`src/common/crypto_pkg.sv`:
```
// Shared types for the scalar crypto unit
package crypto_pkg;

    // ------------------------------
    // Widths
    // ------------------------------
    localparam int XLEN = 64; // RV64 only

    // ------------------------------
    // Opcodes
    // ------------------------------
    typedef enum logic [3:0] {
        op_none        = 4'd0,  // Idle or unsupported
        op_sha256_sig0 = 4'd1,
        op_sha256_sig1 = 4'd2,
        op_sha256_sum0 = 4'd3,
        op_sha256_sum1 = 4'd4,
        op_sha512_sig0 = 4'd5,
        op_sha512_sig1 = 4'd6,
        op_sha512_sum0 = 4'd7,
        op_sha512_sum1 = 4'd8,
        op_sm3_p0      = 4'd9,  // SM3 permutation P0
        op_sm3_p1      = 4'd10  // SM3 permutation P1
    } crypto_op_e;

    // ------------------------------
    // Request and writeback words
    // ------------------------------

    // Issue side request, 78 bits
    typedef struct packed {
        logic             valid;   // Request present
        crypto_op_e       op;      // Instruction to run
        logic [XLEN-1:0]  rs1;     // Source register 1
        logic [4:0]       rd_addr; // Destination register index
        logic [3:0]       imm;     // Encoding immediate, unused by kept ops
    } crypto_req_t;

    // Writeback word, 70 bits
    typedef struct packed {
        logic             valid;   // One cycle pulse per result
        logic [4:0]       rd_addr; // Destination register index
        logic [XLEN-1:0]  data;    // Result value
    } crypto_wb_t;

endpackage

```
`src/crypto_fu/riscv_crypto_fu_ssha256.sv`:
```
`timescale 1ns/1ps

// SHA-256 sigma and sum functions on the low word of rs1
module riscv_crypto_fu_ssha256 (
    input  logic                          valid, // Group selected
    input  crypto_pkg::crypto_op_e        op,    // Which function
    input  logic [31:0]                   rs1,   // Low word of source
    output logic                          ready, // Result available
    output logic [crypto_pkg::XLEN-1:0]   rd     // Sign-extended result
);
    import crypto_pkg::*;

    logic [31:0] res32; // Raw 32-bit result

    // Rotate right by a constant amount
    function automatic logic [31:0] ror32(input logic [31:0] x, input int unsigned sh);
        ror32 = (x >> sh) | (x << (32 - sh));
    endfunction

    // ------------------------------
    // Function select
    // ------------------------------
    always_comb begin
        case (op)
            op_sha256_sig0: begin
                res32 = ror32(rs1, 7) ^ ror32(rs1, 18) ^ (rs1 >> 3);   // Message schedule
            end
            op_sha256_sig1: begin
                res32 = ror32(rs1, 17) ^ ror32(rs1, 19) ^ (rs1 >> 10); // Message schedule
            end
            op_sha256_sum0: begin
                res32 = ror32(rs1, 2) ^ ror32(rs1, 13) ^ ror32(rs1, 22); // Round on a
            end
            op_sha256_sum1: begin
                res32 = ror32(rs1, 6) ^ ror32(rs1, 11) ^ ror32(rs1, 25); // Round on e
            end
            default: begin
                res32 = '0; // Not a SHA-256 op
            end
        endcase
    end

    // Single cycle, done as soon as selected
    assign ready = valid;

    // Sign extend to XLEN
    assign rd = {{(XLEN-32){res32[31]}}, res32};

endmodule

```
`src/crypto_fu/riscv_crypto_fu_ssha512.sv`:
```
`timescale 1ns/1ps

// SHA-512 sigma and sum functions on the full rs1 word
module riscv_crypto_fu_ssha512 (
    input  logic                          valid, // Group selected
    input  crypto_pkg::crypto_op_e        op,    // Which function
    input  logic [crypto_pkg::XLEN-1:0]   rs1,   // Full source word
    output logic                          ready, // Result available
    output logic [crypto_pkg::XLEN-1:0]   rd     // 64-bit result
);
    import crypto_pkg::*;

    logic [XLEN-1:0] res64; // Selected result

    // Rotate right by a constant amount
    function automatic logic [63:0] ror64(input logic [63:0] x, input int unsigned sh);
        ror64 = (x >> sh) | (x << (64 - sh));
    endfunction

    // ------------------------------
    // Function select
    // ------------------------------
    always_comb begin
        case (op)
            op_sha512_sig0: begin
                res64 = ror64(rs1, 1) ^ ror64(rs1, 8) ^ (rs1 >> 7);    // Message schedule
            end
            op_sha512_sig1: begin
                res64 = ror64(rs1, 19) ^ ror64(rs1, 61) ^ (rs1 >> 6);  // Message schedule
            end
            op_sha512_sum0: begin
                res64 = ror64(rs1, 28) ^ ror64(rs1, 34) ^ ror64(rs1, 39); // Round on a
            end
            op_sha512_sum1: begin
                res64 = ror64(rs1, 14) ^ ror64(rs1, 18) ^ ror64(rs1, 41); // Round on e
            end
            default: begin
                res64 = '0; // Not a SHA-512 op
            end
        endcase
    end

    // Single cycle, no handshake delay
    assign ready = valid;

    // Full width already, no extension
    assign rd = res64;

endmodule

```
`src/crypto_fu/riscv_crypto_fu_ssm3.sv`:
```
`timescale 1ns/1ps

// SM3 permutations P0 and P1 on the low word of rs1
module riscv_crypto_fu_ssm3 (
    input  logic                          valid, // Group selected
    input  crypto_pkg::crypto_op_e        op,    // P0 or P1
    input  logic [31:0]                   rs1,   // Low word of source
    output logic                          ready, // Result available
    output logic [crypto_pkg::XLEN-1:0]   rd     // Sign-extended result
);
    import crypto_pkg::*;

    logic [31:0] res32; // Raw permutation output

    // Rotate left by a constant amount
    function automatic logic [31:0] rol32(input logic [31:0] x, input int unsigned sh);
        rol32 = (x << sh) | (x >> (32 - sh));
    endfunction

    always_comb begin
        case (op)
            op_sm3_p0: begin
                res32 = rs1 ^ rol32(rs1, 9) ^ rol32(rs1, 17);  // Compression function
            end
            op_sm3_p1: begin
                res32 = rs1 ^ rol32(rs1, 15) ^ rol32(rs1, 23); // Message expansion
            end
            default: begin
                res32 = '0;
            end
        endcase
    end

    assign ready = valid; // Purely combinational

    // Upper half follows bit 31
    assign rd = {{(XLEN-32){res32[31]}}, res32};

endmodule

```
`src/crypto_fu/riscv_crypto_fu.sv`:
```
`timescale 1ns/1ps

// Scalar crypto functional unit
// Combinational, ready in the same cycle as valid for an enabled group
module riscv_crypto_fu #(
    parameter bit SSHA256_EN   = 1'b1, // SHA-256 group present
    parameter bit SSHA512_EN   = 1'b1, // SHA-512 group present
    parameter bit SSM3_EN      = 1'b1, // SM3 group present
    parameter bit LOGIC_GATING = 1'b0  // Mask operands of idle groups
) (
    input  logic                          g_clk,  // Global clock
    input  logic                          arst_n, // Async reset, active low
    input  crypto_pkg::crypto_req_t       req,    // Request word
    output logic                          ready,  // Result valid this cycle
    output logic [crypto_pkg::XLEN-1:0]   result  // Merged result
);
    import crypto_pkg::*;

    // Per group valid, operand, ready and result
    logic            sha256_valid;
    logic [31:0]     sha256_rs1;
    logic            sha256_ready;
    logic [XLEN-1:0] sha256_result;

    logic            sha512_valid;
    logic [XLEN-1:0] sha512_rs1;
    logic            sha512_ready;
    logic [XLEN-1:0] sha512_result;

    logic            sm3_valid;
    logic [31:0]     sm3_rs1;
    logic            sm3_ready;
    logic [XLEN-1:0] sm3_result;

    // ------------------------------
    // Operand gating
    // ------------------------------
    // Idle blocks see zero operands when gating is on
    assign sha256_rs1 = LOGIC_GATING ? ({32{sha256_valid}} & req.rs1[31:0])
                                     : req.rs1[31:0];
    assign sha512_rs1 = LOGIC_GATING ? ({XLEN{sha512_valid}} & req.rs1)
                                     : req.rs1;
    assign sm3_rs1    = LOGIC_GATING ? ({32{sm3_valid}} & req.rs1[31:0])
                                     : req.rs1[31:0];

    // ------------------------------
    // SHA-256 group
    // ------------------------------
    if (SSHA256_EN) begin : g_ssha256
        assign sha256_valid = req.valid && (req.op inside {op_sha256_sig0, op_sha256_sig1,
                                                           op_sha256_sum0, op_sha256_sum1});
        riscv_crypto_fu_ssha256 i_ssha256 (
            .valid (sha256_valid),
            .op    (req.op),
            .rs1   (sha256_rs1),
            .ready (sha256_ready),
            .rd    (sha256_result)
        );
    end else begin : g_no_ssha256
        assign sha256_valid  = 1'b0; // Opcode never accepted
        assign sha256_ready  = 1'b0;
        assign sha256_result = '0;
    end

    // ------------------------------
    // SHA-512 group
    // ------------------------------
    if (SSHA512_EN) begin : g_ssha512
        assign sha512_valid = req.valid && (req.op inside {op_sha512_sig0, op_sha512_sig1,
                                                           op_sha512_sum0, op_sha512_sum1});
        riscv_crypto_fu_ssha512 i_ssha512 (
            .valid (sha512_valid),
            .op    (req.op),
            .rs1   (sha512_rs1),
            .ready (sha512_ready),
            .rd    (sha512_result)
        );
    end else begin : g_no_ssha512
        assign sha512_valid  = 1'b0;
        assign sha512_ready  = 1'b0;
        assign sha512_result = '0;
    end

    // ------------------------------
    // SM3 group
    // ------------------------------
    if (SSM3_EN) begin : g_ssm3
        assign sm3_valid = req.valid && (req.op inside {op_sm3_p0, op_sm3_p1});
        riscv_crypto_fu_ssm3 i_ssm3 (
            .valid (sm3_valid),
            .op    (req.op),
            .rs1   (sm3_rs1),
            .ready (sm3_ready),
            .rd    (sm3_result)
        );
    end else begin : g_no_ssm3
        assign sm3_valid  = 1'b0;
        assign sm3_ready  = 1'b0;
        assign sm3_result = '0;
    end

    // ------------------------------
    // Result merge
    // ------------------------------
    // Disabled or unknown opcodes leave ready low and stall the requester
    assign ready = sha256_ready | sha512_ready | sm3_ready;

    // At most one group valid at a time
    assign result = ({XLEN{sha256_valid}} & sha256_result) |
                    ({XLEN{sha512_valid}} & sha512_result) |
                    ({XLEN{sm3_valid}}    & sm3_result);

endmodule

```
`src/logic/crypto_wb.sv`:
```
`timescale 1ns/1ps

// Writeback stage
// One register between the functional unit and the register file port
module crypto_wb (
    input  logic                          g_clk,   // Global clock
    input  logic                          arst_n,  // Async reset, active low
    input  logic                          fire,    // Request accepted this cycle
    input  logic [4:0]                    rd_addr, // Destination register
    input  logic [crypto_pkg::XLEN-1:0]   data,    // Combinational result
    output crypto_pkg::crypto_wb_t        wb       // Registered writeback word
);
    import crypto_pkg::*;

    crypto_wb_t wb_q; // Stage register

    // ------------------------------
    // Valid pulse
    // ------------------------------
    // High for exactly the cycle after each fire
    always_ff @(posedge g_clk or negedge arst_n) begin
        if (!arst_n) begin
            wb_q.valid <= 1'b0;
        end else begin
            wb_q.valid <= fire;
        end
    end

    // ------------------------------
    // Payload
    // ------------------------------
    // Captured on fire, held until the next one
    always_ff @(posedge g_clk or negedge arst_n) begin
        if (!arst_n) begin
            wb_q.rd_addr <= '0;
            wb_q.data    <= '0; // Known zero out of reset
        end else if (fire) begin
            wb_q.rd_addr <= rd_addr;
            wb_q.data    <= data;
        end
    end

    assign wb = wb_q;

endmodule

```
`src/logic/crypto_unit_top.sv`:
```
`timescale 1ns/1ps

// Crypto unit top level
// Functional unit followed by a one cycle writeback stage
module crypto_unit_top #(
    parameter bit SSHA256_EN   = 1'b1, // SHA-256 group present
    parameter bit SSHA512_EN   = 1'b1, // SHA-512 group present
    parameter bit SSM3_EN      = 1'b1, // SM3 group present
    parameter bit LOGIC_GATING = 1'b0  // Operand gating in the unit
) (
    input  logic                      g_clk,  // Global clock
    input  logic                      arst_n, // Async reset, active low
    input  crypto_pkg::crypto_req_t   req,    // Request from issue
    output logic                      ready,  // Request accepted
    output crypto_pkg::crypto_wb_t    wb      // Writeback to register file
);
    import crypto_pkg::*;

    logic [XLEN-1:0] fu_result; // Combinational unit output
    logic            fire;      // Handshake complete

    assign fire = req.valid & ready;

    // ------------------------------
    // Functional unit
    // ------------------------------
    riscv_crypto_fu #(
        .SSHA256_EN   (SSHA256_EN),
        .SSHA512_EN   (SSHA512_EN),
        .SSM3_EN      (SSM3_EN),
        .LOGIC_GATING (LOGIC_GATING)
    ) i_crypto_fu (
        .g_clk  (g_clk),
        .arst_n (arst_n),
        .req    (req),
        .ready  (ready),
        .result (fu_result)
    );

    // ------------------------------
    // Writeback stage
    // ------------------------------
    crypto_wb i_crypto_wb (
        .g_clk   (g_clk),
        .arst_n  (arst_n),
        .fire    (fire),
        .rd_addr (req.rd_addr), // Tag travels with the result
        .data    (fu_result),
        .wb      (wb)
    );

endmodule

```
`config.mk`:
```
export PLATFORM = sky130hd
export DESIGN_NAME = crypto_unit_top
export DESIGN_NICKNAME = d
export VERILOG_FILES = /design/src/common/crypto_pkg.sv /design/src/crypto_fu/riscv_crypto_fu_ssha256.sv /design/src/crypto_fu/riscv_crypto_fu_ssha512.sv /design/src/crypto_fu/riscv_crypto_fu_ssm3.sv /design/src/crypto_fu/riscv_crypto_fu.sv /design/src/logic/crypto_wb.sv /design/src/logic/crypto_unit_top.sv
export SDC_FILE = /design/constraint.sdc
export NUM_CORES = 1
export LEC_CHECK = 0
export ABC_AREA = 0
export BUFFER_PORTS_ARGS = -buffer_cell sky130_fd_sc_hd__buf_2
export CAP_MARGIN = 20
export CORE_UTILIZATION = 45
export DETAILED_ROUTE_END_ITERATION = 8
export GPL_TIMING_DRIVEN = 0
export HOLD_SLACK_MARGIN = 0.05
export SKIP_CTS_REPAIR_TIMING = 1
export SYNTH_ARGS = -nofsm -noshare
export SYNTH_HDL_FRONTEND = slang
export SYNTH_HIERARCHICAL = 1
export SYNTH_SLANG_ARGS = --single-unit
```
`constraint.sdc`:
```
create_clock -name g_clk -period 2.85 [get_ports g_clk]
set_input_delay 0.4275 -clock g_clk [delete_from_list [all_inputs] [get_ports g_clk]]
set_output_delay 0.4275 -clock g_clk [all_outputs]
set_load 0.005 [all_outputs]
```
# Yosys cells after proc, flatten, opt, wreduce, memory -nomap -nowiden
# Cells that the tools add are included.
[word_totals] inputBits=80 latch_bits=0 output_inout_bits=71 ff_bits=70 wordCells=73 memories=0 rom_bits=0 ram_bits=0
[classes] reduce_logical=6 shifts=0 bitwise_logic=51 multipliers=0 n_addsub=0 div=0 eq_ne=10 mux=3 order_cmp=0
[ops] op="64-bit XOR" n=6
[ops] op="32-bit XOR" n=10
[ops] op="64-bit case mux with 4 select lines" n=1
[ops] op="64-bit bitwise AND" n=3
[ops] op="64-bit bitwise OR" n=2
[ops] op="32-bit case mux with 4 select lines" n=1
[ops] op="23-bit by 64-bit bitwise OR with 64-bit output" n=1
[ops] op="25-bit by 64-bit bitwise OR with 64-bit output" n=1
[ops] op="3-bit by 64-bit bitwise OR with 64-bit output" n=1
[ops] op="30-bit by 64-bit bitwise OR with 64-bit output" n=1
[ops] op="36-bit by 64-bit bitwise OR with 64-bit output" n=1
[ops] op="45-bit by 64-bit bitwise OR with 64-bit output" n=1
[ops] op="46-bit by 64-bit bitwise OR with 64-bit output" n=1
[ops] op="50-bit by 64-bit bitwise OR with 64-bit output" n=1
[ops] op="56-bit by 64-bit bitwise OR with 64-bit output" n=1
[ops] op="63-bit by 64-bit bitwise OR with 64-bit output" n=1
[ops] op="32-bit case mux with 2 select lines" n=1
[ops] op="64-bit by 57-bit XOR with 64-bit output" n=1
[ops] op="64-bit by 58-bit XOR with 64-bit output" n=1
[ops] op="10-bit by 32-bit bitwise OR with 32-bit output" n=1
[ops] op="13-bit by 32-bit bitwise OR with 32-bit output" n=1
[ops] op="14-bit by 32-bit bitwise OR with 32-bit output" n=1
[ops] op="15-bit by 32-bit bitwise OR with 32-bit output" n=1
[ops] op="19-bit by 32-bit bitwise OR with 32-bit output" n=1
[ops] op="19 further kinds" n=29

# Longest topological paths before layout
[depth] word_depth=7 mapped_depth=12 ltp_nobuf=6

# Modules after synthesis
# The synthesis kept the hierarchy.
[by_module_without_submodules] module="riscv_crypto_fu_ssha512" seq_area_each_um2=0.0 n_inst=1 cells_each=604 area_per_inst_um2=6872.8
[by_module_without_submodules] module="riscv_crypto_fu_ssha256" seq_area_each_um2=0.0 n_inst=1 cells_each=341 area_per_inst_um2=3687.3
[by_module_without_submodules] module="crypto_wb" seq_area_each_um2=1751.7 n_inst=1 cells_each=147 area_per_inst_um2=2628.8
[by_module_without_submodules] module="riscv_crypto_fu" seq_area_each_um2=0.0 n_inst=1 cells_each=325 area_per_inst_um2=1893.1
[by_module_without_submodules] module="riscv_crypto_fu_ssm3" seq_area_each_um2=0.0 n_inst=1 cells_each=241 area_per_inst_um2=1794.2
[by_module_without_submodules] module="crypto_unit_top" seq_area_each_um2=0.0 n_inst=1 cells_each=1 area_per_inst_um2=6.3

# Least setup slack after synthesis
# Ideal clock, no wire load.
[synth_path] path_kind="in2reg" start="input req[75] (netlist name)" end="register i_crypto_wb.wb_q, in the netlist i_crypto_wb/wb[56]" setup_slack_ns=-0.121 required_time_ns=2.786 n_path_buf=3 setup_ns=0.064 cell_stages=9 t_arrival_ns=2.907 cell_sequence="and4bb_1 > buf_6 > buf_4 > a22oi_1 > a21oi_1 > buf_4 > nand4_1 > o211ai_1 > mux2_4"
[synth_via] word_cells_on_any_way=27 classes_between="eq/ne: 10; mux: 3; bitwise: 8; reduce/logical: 6"
[synth_rtl] element="start, declared" line="crypto_unit_top.sv:13" rtl="input crypto_pkg::crypto_req_t req,"
[synth_rtl] element="4-bit == test" line="riscv_crypto_fu_ssm3.sv:21" rtl="case (op)"
[synth_rtl] element="32-bit case mux with 2 select lines (*)" line="riscv_crypto_fu_ssm3.sv:21"
[synth_rtl] element="named net i_crypto_fu.sm3_result[31]" line="riscv_crypto_fu.sv:33" rtl="logic [XLEN-1:0] sm3_result;"
[synth_rtl] element="64-bit bitwise AND (*)" line="riscv_crypto_fu.sv:111" rtl="({XLEN{sm3_valid}} & sm3_result);"
[synth_rtl] element="64-bit bitwise OR (*)" line="riscv_crypto_fu.sv:110" rtl="({XLEN{sha512_valid}} & sha512_result) |"
[synth_rtl] element="named net fu_result[56]" line="crypto_unit_top.sv:19" rtl="logic [XLEN-1:0] fu_result;"
[synth_rtl] element="end, declared" line="crypto_wb.sv:15" rtl="crypto_wb_t wb_q;"
# The timed path passes the listed nets; every way through them passes the cells marked *.
# A chain may end at the register's enable or synchronous reset.

# Final worst setup path
[layout_path] start="input req[73] (netlist name)" end="register i_crypto_wb.wb_q, in the netlist i_crypto_wb/wb[22]"
[layout_via] word_cells_on_any_way=27 classes_between="eq/ne: 10; mux: 3; bitwise: 8; reduce/logical: 6"
[layout_rtl] element="4-bit == test / 4-bit by 3-bit == test with 1-bit output (equally long branches)" line="riscv_crypto_fu_ssha512.sv:24" rtl="case (op)"
[layout_rtl] element="64-bit case mux with 4 select lines (*)" line="riscv_crypto_fu_ssha512.sv:24"
[layout_rtl] element="named net i_crypto_fu.sha512_result[22]" line="riscv_crypto_fu.sv:28" rtl="logic [XLEN-1:0] sha512_result;"
[layout_rtl] element="64-bit bitwise AND (*)" line="riscv_crypto_fu.sv:110"
[layout_rtl] element="64-bit bitwise OR (*)" line="riscv_crypto_fu.sv:109" rtl="assign result = ({XLEN{sha256_valid}} & sha256_result) |"
[layout_rtl] element="64-bit bitwise OR (*)" line="riscv_crypto_fu.sv:110"
[layout_rtl] element="named net fu_result[22]" line="crypto_unit_top.sv:19"
# Marked as above.

==> impl_metrics.json <==
{
  "ctsLongestPathBuffers": 2,
  "worst_pin_slew_ns": 1.18,
  "wl_um": 74800,
  "viasPerCell": 6.73,
  "setup_slack_ns": -0.0200,
  "htreeDepth": 3,
  "dp_hpwl_um": 52800,
  "vias": 15391,
  "max_cap_viol_count": 0,
  "cts.sinks": 70,
  "rsz0062_at_grt": "no",
  "fin_crit_ns": 2.87,
  "slew_violations": 0,
  "syn_area_per_cell_um2": 10.2,
  "drtIter0Drc": 2417,
  "wl_per_cell_um": 32.7,
  "yosysSeqAreaShare_pct": 10.4,
  "worstPathMaxFanout": 17,
  "grt_use_total_pct": 38.3,
  "vdd_drop_max_uv": 381,
  "fp-row-count": 70,
  "path_buf_inv": 3,
  "core_region_area_um2": 36800,
  "failed_checks": "setup timing",
  "die_area_um2": 38300,
  "final_cell_mix": "271 x buf_2, 256 x xnor3_1, 255 x xnor2_1",
  "synth_nets": 1739,
  "fmax_mhz": 348,
  "final_common_cell": "buf_2",
  "clock_skew_ns": 0,
  "antenna_found_initial": 1,
  "first_pass_iters": 6,
  "grt_overflow": 0,
  "slew_headroom_pct": 21.4,
  "crit_chain": "buf_2 -> and4b_1 -> clkbuf_1 -> clkbuf_2 -> a211o_1 -> nand2_1 -> o211ai_1 -> mux2_2",
  "synth_seq_cells": 70,
  "clockRootBuffer": "clkbuf_16",
  "numCtsBuffers": 9,
  "fp.dieH_um": 196,
  "cp.required_ns": 3.13,
  "critPathSlowestCell": "clkbuf_2",
  "hold_violations": 0,
  "antenna_left": 0,
  "portBuffers": 142,
  "startpoint_type": "input pin",
  "critical_path_arrival_ns": 3.15,
  "antenna_cells": 0,
  "pin_count": 151,
  "path_clk_slew_ns": 0.06,
  "end_kind": "flip-flop",
  "yosysTopAreaCell": "xnor3_1",
  "power_mw": 5.79,
  "yosys.area.top_type_share_pct": 34.2,
  "drc": 0,
  "grt_max_degree": 71,
  "grt_pass1_vias": 14359,
  "die_w_um": 196,
  "slowest_delay_ns": 0.52,
  "hp-class": "in2async",
  "finalNetCount": 1895,
  "synth-warning-count": 6,
  "postSynthCellCount": 1659,
  "synth_cell_types": 39,
  "drive_gt1_share_pct": 26.0,
  "crit_type": "in2reg",
  "p_per_area_nw_per_um2": 311,
  "finalSetupViolations": 2,
  "fillers": 3412,
  "area_growth_pct": 10.2,
  "critical-path-top-delay-family": "buffers and inverters",
  "synth.area.top_cells": "xnor3_1 34%, xnor2_1 13%, dfrtp_1 10%, nand4_1 4.7%, a211o_1 4.7%",
  "grt_pass1_wl_um": 106000,
  "initial_core_util_pct": 45.9,
  "worstSkewPairLatency_ns": 0.33,
  "finalCritPeriodShare_pct": 101,
  "pre_cts_slack_ns": -0.836,
  "run_status": "complete, but fails checks",
  "cts_tree": "done",
  "power_leakage_nw": 9.62,
  "syn_area_um2": 16900,
  "largest_reg_flops": 70,
  "gp_congestion": 0.998
}
cell type report:
cell class / count / area [um2] / share of cell area, %
clock inverter: 7 / 96.3 / 0.518
timing repair buffer: 144 / 756 / 4.06
tap: 468 / 586 / 3.15
clock buffer: 9 / 225 / 1.21
buffer: 316 / 1830 / 9.86
sequential: 70 / 1750 / 9.42
multi-input combinational: 1274 / 13300 / 71.8
power breakdown:
group	internal, mW	switching, mW	total, mW
combinational	1.71	1.73	3.45
sequential	1.09	0.0501	1.14
clock	0.770	0.436	1.21
total	3.57	2.22	5.79
per-stage QoR:
step / hold WS, ns / utilization (%) / cell area (um2) / setup TNS (ns) / cells
after floorplan: 0.132 / - / 16900 / 0 / 1659
after global placement: 0.486 / 49.4 / 18200 / -30.61 / 2269
after detailed placement: 0.490 / 49.5 / 18200 / -32.20 / 2270
after CTS: 0.243 / 50.4 / 18500 / -14.08 / 2286
after global routing: 0.275 / 50.6 / 18600 / 0 / 2288
final: 0.206 / 50.6 / 18600 / -0.0348 / 2288
routing by layer:
metal	part of all wire (%)	global-route usage [%]	up-vias
met5	0	0	-
met4	5.2	15.7	0
met3	15	11.0	228
met2	41	54.6	1311
met1	40	54.3	7510
li1	-	-	6342
cells by family (layout without fill, tap and decap cells):
logic type | after synthesis | after routing | share of synthesized area, %
xor+xnor | 544 | 544 | 49.1
compound gates | 353 | 354 | 15.5
buf+inv | 316 | 476 | 10.8
simple gates | 306 | 306 | 9.32
mux | 70 | 70 | 4.88
flops | 70 | 70 | 10.4
final timing paths:
| check | startpoint | to | slack, ns | cells past startpoint |
|---|---|---|---|---|
| min in group g_clk | req[5] | i_crypto_wb/wb[65]$_DFFE_PN0P_ | 0.33 | 2 |
| hold / removal | arst_n | i_crypto_wb/wb[50]$_DFFE_PN0P_ | 0.21 | 1 |
| hold reg to reg | i_crypto_wb/wb[51]$_DFFE_PN0P_ | i_crypto_wb/wb[51]$_DFFE_PN0P_ | 0.50 | 1 |
| max in group asynchronous | arst_n | i_crypto_wb/wb[24]$_DFFE_PN0P_ | 2.05 | 1 |
| setup reg to reg | i_crypto_wb/wb[16]$_DFFE_PN0P_ | i_crypto_wb/wb[16]$_DFFE_PN0P_ | 2.05 | 1 |
| setup / recovery | req[73] | i_crypto_wb/wb[22]$_DFFE_PN0P_ | -0.02 | 8 |
synthesized netlist by cell type:
library cell	n
nor4bb_1	1
mux2_4	10
buf_8	1
or3_1	2
or4b_1	4
o21ai_1	1
buf_1	19
nor2_1	91
and2_1	1
clkbuf_8	2
nor3_1	1
a221oi_1	31
buf_4	73
a21oi_1	32
nand4b_1	1
mux2i_1	1
buf_2	132
and3_1	2
and4bb_1	2
xnor2_1	255
nand2_1	65
a211o_1	90
a221oi_2	1
nand4bb_1	2
clkbuf_1	65
nand4_1	128
and4b_1	1
a22oi_1	32
a221o_1	6
clkbuf_2	2
nor4b_1	1
o22ai_1	96
buf_6	22
dfrtp_1	70
mux2_2	59
nor2b_1	4
o211ai_1	64
xor2_1	33
xnor3_1	256
No activity file was read; power rests on OpenSTA's default activity.
